### src/source/mem_sys_pkg.sv
package mem_sys_pkg;

   // Geometry of the data memory subsystem
   localparam int word_w         = 16;
   localparam int tag_w          = 5;
   localparam int index_w        = 8;
   localparam int words_per_line = 4;
   // Cycles from memory read strobe to data
   localparam int read_latency   = 2;

   // Derived sizes
   localparam int word_sel_w = $clog2(words_per_line);
   localparam int num_lines  = 2 ** index_w;
   // Each bank row holds one word of one block
   localparam int bank_row_w = tag_w + index_w;
   localparam int bank_rows  = 2 ** bank_row_w;

   // Byte address, seen whole or split into cache fields
   typedef union packed {
      logic [word_w-1:0] raw;
      struct packed {
         logic [tag_w-1:0]      tag;
         logic [index_w-1:0]    index;
         logic [word_sel_w-1:0] word;
         logic                  byte_off;
      } f;
   } mem_addr_t;

   // Controller states, write-back and fill run in code order
   typedef enum logic [3:0] {
      IDLE,
      WB_0, WB_1, WB_2, WB_3,
      RD_0, RD_1, RD_2, RD_3, RD_4, RD_5,
      RETRY
   } ctrl_state_t;

endpackage

### src/source/cache_ctrl.sv
module cache_ctrl
   import mem_sys_pkg::*;
(
   input  logic                  clk,
   input  logic                  rst,
   input  logic [word_w-1:0]     addr,
   input  logic [word_w-1:0]     data_in,
   input  logic                  rd,
   input  logic                  wr,
   output logic [word_w-1:0]     data_out,
   output logic                  done,
   output logic                  stall,
   output logic                  cache_hit,
   output logic                  err,
   output logic                  c_enable,
   output logic                  c_comp,
   output logic                  c_write,
   output logic                  c_valid_in,
   output logic [tag_w-1:0]      c_tag_in,
   output logic [index_w-1:0]    c_index,
   output logic [word_sel_w-1:0] c_word,
   output logic [word_w-1:0]     c_data_in,
   input  logic                  c_hit,
   input  logic                  c_valid,
   input  logic                  c_dirty,
   input  logic [tag_w-1:0]      c_tag_out,
   input  logic [word_w-1:0]     c_data_out,
   output logic [word_w-1:0]     mem_addr,
   output logic [word_w-1:0]     mem_data_in,
   output logic                  mem_rd,
   output logic                  mem_wr,
   input  logic [word_w-1:0]     mem_data_out
);

   ctrl_state_t state, next_state;

   mem_addr_t             in_addr, sel_addr;
   // Request held for the whole miss sequence
   mem_addr_t             req_addr;
   logic [word_w-1:0]     req_data;
   logic                  req_wr;

   logic                  req_valid;
   logic                  bad_req;
   logic                  hit_ok;
   logic [3:0]            step;
   logic [word_sel_w-1:0] wb_word;

   assign in_addr   = mem_addr_t'(addr);
   assign req_valid = rd | wr;
   // Odd address or both strobes
   assign bad_req   = in_addr.f.byte_off | (rd & wr);
   assign hit_ok    = c_hit & c_valid;
   // Live address in IDLE, latched one otherwise
   assign sel_addr  = (state == IDLE) ? in_addr : req_addr;
   // Position within the write-back and fill walks
   assign wb_word   = word_sel_w'(state - WB_0);
   assign step      = 4'(state - RD_0);

   always_comb begin
      next_state = state;
      case (state)
         IDLE: begin
            if (req_valid && !bad_req && !hit_ok) begin
               next_state = (c_valid && c_dirty) ? WB_0 : RD_0;
            end
         end
         RETRY:   next_state = IDLE;
         // WB_3 runs into RD_0, RD_5 into RETRY
         default: next_state = ctrl_state_t'(state + 1);
      endcase
   end

   always_comb begin
      c_enable    = 1'b0;
      c_comp      = 1'b0;
      c_write     = 1'b0;
      c_valid_in  = 1'b0;
      c_tag_in    = sel_addr.f.tag;
      c_index     = sel_addr.f.index;
      c_word      = sel_addr.f.word;
      c_data_in   = req_data;
      mem_addr    = '0;
      mem_data_in = '0;
      mem_rd      = 1'b0;
      mem_wr      = 1'b0;
      case (state)
         IDLE: begin
            // Rejected requests never touch the cache
            c_enable  = req_valid & ~bad_req;
            c_comp    = 1'b1;
            c_write   = wr;
            c_data_in = data_in;
         end
         RETRY: begin
            c_enable = 1'b1;
            c_comp   = 1'b1;
            c_write  = req_wr;
         end
         default: begin
            if (state inside {[WB_0:WB_3]}) begin
               // Old block out, address built from the stored tag
               c_enable    = 1'b1;
               c_word      = wb_word;
               mem_wr      = 1'b1;
               mem_addr    = {c_tag_out, req_addr.f.index, wb_word, 1'b0};
               mem_data_in = c_data_out;
            end else begin
               // Issue word reads
               if (step < words_per_line) begin
                  mem_rd   = 1'b1;
                  mem_addr = {req_addr.f.tag, req_addr.f.index,
                              word_sel_w'(step), 1'b0};
               end
               // Install each word read_latency cycles after its issue
               if (step >= read_latency) begin
                  c_enable   = 1'b1;
                  c_write    = 1'b1;
                  c_valid_in = 1'b1;
                  c_word     = word_sel_w'(step - read_latency);
                  c_data_in  = mem_data_out;
               end
            end
         end
      endcase
   end

   always_ff @(posedge clk) begin
      if (state == IDLE && req_valid) begin
         req_addr <= in_addr;
         req_data <= data_in;
         req_wr   <= wr;
      end
   end

   always_ff @(posedge clk) begin
      if (rst) begin
         state     <= IDLE;
         data_out  <= '0;
         done      <= 1'b0;
         stall     <= 1'b0;
         cache_hit <= 1'b0;
         err       <= 1'b0;
      end else begin
         state     <= next_state;
         // Pulses by default
         done      <= 1'b0;
         cache_hit <= 1'b0;
         err       <= 1'b0;
         case (state)
            IDLE: begin
               if (req_valid) begin
                  if (bad_req) begin
                     done <= 1'b1;
                     err  <= 1'b1;
                  end else if (hit_ok) begin
                     done      <= 1'b1;
                     cache_hit <= 1'b1;
                     data_out  <= wr ? data_in : c_data_out;
                  end else begin
                     stall <= 1'b1;
                  end
               end
            end
            RETRY: begin
               // Line now present, hit flag stays low
               done     <= 1'b1;
               stall    <= 1'b0;
               data_out <= req_wr ? req_data : c_data_out;
            end
            default: ;
         endcase
      end
   end

endmodule

### config.mk
export PLATFORM = sky130hd
export DESIGN_NAME = cache_ctrl
export DESIGN_NICKNAME = d
export VERILOG_FILES = /design/src/source/mem_sys_pkg.sv /design/src/source/cache_ctrl.sv
export SDC_FILE = /design/constraint.sdc
export NUM_CORES = 1
export LEC_CHECK = 0
export BUFFER_PORTS_ARGS = -buffer_cell sky130_fd_sc_hd__clkbuf_2
export CAP_MARGIN = 20
export CORE_ASPECT_RATIO = 1.5
export CORE_MARGIN = 2
export CORE_UTILIZATION = 46
export DETAILED_ROUTE_END_ITERATION = 8
export PLACE_DENSITY_LB_ADDON = 0.25
export SLEW_MARGIN = 20
export SYNTH_ARGS = -nofsm -noshare
export SYNTH_HDL_FRONTEND = slang
export SYNTH_SLANG_ARGS = --single-unit
### constraint.sdc
create_clock -name clk -period 9 [get_ports clk]
set_clock_uncertainty 0.05 [all_clocks]
set_input_delay 1.35 -clock clk [delete_from_list [all_inputs] [get_ports clk]]
set_output_delay 1.35 -clock clk [all_outputs]
set_load 0.05 [all_outputs]
==> metrics.md <==
| Metric | Value |
|---|---|
| Starting Density | `46.8%` |
| Total CTS buffers | `5` |
| # fillers | `~570` |
| Core area | `0.00676 mm^2` |
| Setup violations, final | `0` |
| Worst EP required | `7.60 ns` |
| WP depth | `8` |
| CP endpoint kind | `primary output` |
| Worst hold path depth | `2` |
| Post-route DRC violation count | `0` |
| Relative slew slack | `a little under a third` |
| Critical Path Source Type | `flip-flop` |
| Synthesized area per cell | `between 8 and 9 um^2` |
| Sequential area share after synthesis | `45.6%` |
| WL final | `9.25 mm` |
| Inserted Diodes | `0` |
| #FFs+latches synth | `56` |
| R2R cell count | `5` |
| Synth unique cells | `45` |
| CP bufs+invs | `2` |
| Number of buffers added on ports | `163` |
| Top cells by area, synth | `edfxtp_1 (30%), dfxtp_1 (15%), and2_1 (8.3%), nand2_1 (8.1%), a221o_1 (5.4%)` |
| Post-synthesis instance total | `roughly 360` |
| Yosys warning count | `0` |
| Routed length per placed instance | `15.8 um` |
| Final hold violation count | `0` |
| Post-synth top area cell | `edfxtp_1` |
| HPWL after detailed placement | `6.73 mm` |
| Slew Viols, Final | `0` |
| Post-Syn Nets | `between 400 and 500` |
| First-pass GRT wire length | `14.4 mm` |
| Synthesized cell area | `0.00316 mm^2` |
| Crit-path cells | `inv_1, ha_1, nand2b_1, a21boi_0, o22ai_2, nor2_2, a221o_1, clkbuf_2` |
| Status | `finished clean` |
| Clk Latency, worst-skew pair | `0.30 ns` |
| DR pass1 iterations | `5` |
| Io pins | `around 170` |
| Number of global-route vias before repair | `2,965` |
| Post-CTS Setup Inserts | `0` |
| Crit path arrival time | `3.13 ns` |
| Min-Delay Path Class | `flip-flop to flip-flop` |
| Htree depth | `2` |
| Slowest cell delay on critical path | `0.70 ns` |
| Delay-heaviest family, CP | `simple AND/OR/NAND/NOR gates` |
| Clock root buffer | `clkbuf_8` |
| # Max-Cap Violations | `0` |
| Vias | `3,209` |
| Clock-pin slew on the worst setup and hold paths | `0.10 ns` |
| Place WS | `4.80 ns` |
| DR vias/cell | `between 5 and 6` |
| Area share of the largest cell type after synthesis | `30.4%` |
| # resized after CTS | `0` |
| # rows | `37` |
| CTS Sinks | `56` |
| Largest net degree at the start of global routing | `33` |
| Worst R2R End | `req_data[0]` |
| Synth async-reset ratio | `0%` |
| Total negative slack | `0 ns` |
| Fmax achieved | `roughly 220 MHz` |
| Worst Tran Pin Value | `approximately 1.0 ns` |
| Fin nets | `585` |
| CTS tree | `done` |
| CTS Hold Bufs | `0` |
| Post-synth EDFFs | `32` |
| Layout cell share with drive strength beyond 1 | `about 36%` |
| Unrepaired setup endpoints after global routing | `false` |
| Antenna violations before repair | `0` |
| P&R area growth vs syn | `30.1%` |
| Chip height | `106 um` |
| Endpoint of the worst hold path | `data_out[1]` |
| Die width | `71.7 um` |
| Final worst path period need | `approximately 4.5 ns` |
| Gp weighted congestion | `0.794` |
| CP Class | `flip-flop to primary output` |
| Iteration-0 DRC Markers | `209` |
| Clk buf depth | `2` |
| Final WS setup | `4.47 ns` |
| CP max FO | `18` |
| Full die area | `between 0.007 and 0.008 mm^2` |
| Main synth FF type | `edfxtp_1` |
| Fin crit share | `50.3%` |
| R2R setup slack | `5.75 ns` |
| CP max stage cell | `nor2_2` |
| Total grt overflow | `0` |
| Hold Crit Start | `data_out[1]` |
| GRT Overall Usage | `23.8%` |
| Crit Reg-Reg Startpoint | `state[0]` |
| Post-route ant nets | `0` |
Yosys cell counts (all sizes together), types with 6 or more instances:
cell type,count
a21oi,25
a221o,17
and2,42
buf,11
clkbuf,12
dfxtp,24
edfxtp,32
nand2,69
nand3,6
nor2,26
nor3,7
o21ai,11
o22ai,18
or3,16
worst max-delay path by stage:
| stage | start | end |
|---|---|---|
| 4_1_cts | state[0] | c_data_in[1] |
| 3_5_place_dp | state[0] | c_data_in[1] |
| 2_1_floorplan | wr | c_enable |
| 3_3_place_gp | state[0] | c_data_in[6] |
| 6_report | state[0] | c_data_in[1] |
| 5_1_grt | state[0] | c_data_in[1] |
registers in the layout (all words and copies together) (netlist names):
signal / cells
state: 4
req_wr: 1
err: 1
req_addr: 15
req_data: 16
done: 1
data_out: 16
cache_hit: 1
stall: 1
layer usage:
layer | vias to the layer above | track usage [%] | wire length, um | share of wire (%)
li1 | 1575 | - | - | -
met1 | 1479 | 28.5 | 3690 | 40
met2 | 139 | 42.5 | 4710 | 51
met3 | 16 | 4.59 | 674 | 7.3
met4 | 0 | 6.87 | 174 | 1.9
met5 | - | 0 | 0 | 0
metrics by stage:
stage	util, %	instances	hold WS [ns]	area (um^2)
floorplan	-	357	0.448	3160
global placement	58.9	577	0.389	3980
detailed placement	58.9	577	0.392	3980
CTS	60.7	585	0.407	4110
global route	60.8	585	0.428	4110
finish	60.8	585	0.404	4110
final cells by class:
| type | instances | area, um^2 | share of cell area (%) |
|---|---|---|---|
| flip-flops and latches | 56 | 1440 | 35.0 |
| repair buffers | 165 | 831 | 20.2 |
| multi-input cells | 274 | 1610 | 39.1 |
| inverters | 4 | 15.0 | 0.365 |
| well taps | 78 | 97.6 | 2.37 |
| clock buffers | 8 | 121 | 2.95 |
layout by cell type, fill, tap and decap left out, drive strengths merged, types with 2 or more instances in the layout:
cell    Yosys  final
clkbuf     12    171
nand2      69     69
and2       42     42
edfxtp     32     32
nor2       26     26
a21oi      25     25
dfxtp      24     24
o22ai      18     18
a221o      17     17
or3        16     16
o21ai      11     11
nor3        7      7
nand3       6      6
a22o        5      5
inv         4      4
nor2b       4      4
nand2b      3      3
ha          3      3
nor3b       3      3
xnor2       2      2
a31oi       2      2
buf        11      2
mux2        2      2
worst min-delay path: stages, from the launching register on:
cell	delay (ns)
dfxtp_1	0.32
nand2_1	0.05
a21oi_1	0.05
cells by family (layout without fill, tap and decap cells):
| kind of cell | count (synthesis) | count (layout) | share of synthesized area [%] |
|---|---|---|---|
| muxes | 2 | 2 | 0.831 |
| and+or+nand+nor | 179 | 179 | 28.2 |
| adders and majority gates | 4 | 4 | 1.50 |
| other | 1 | 1 | 0.119 |
| AOI/OAI and AO/OA | 85 | 85 | 18.7 |
| buffers and inverters | 27 | 177 | 4.20 |
| xor gates and xnor gates | 3 | 3 | 0.832 |
| DFF | 56 | 56 | 45.6 |
Power is left out: the tool's default activity adds up to more than one toggle a clock period on the data nets, which glitch-free logic cannot reach.
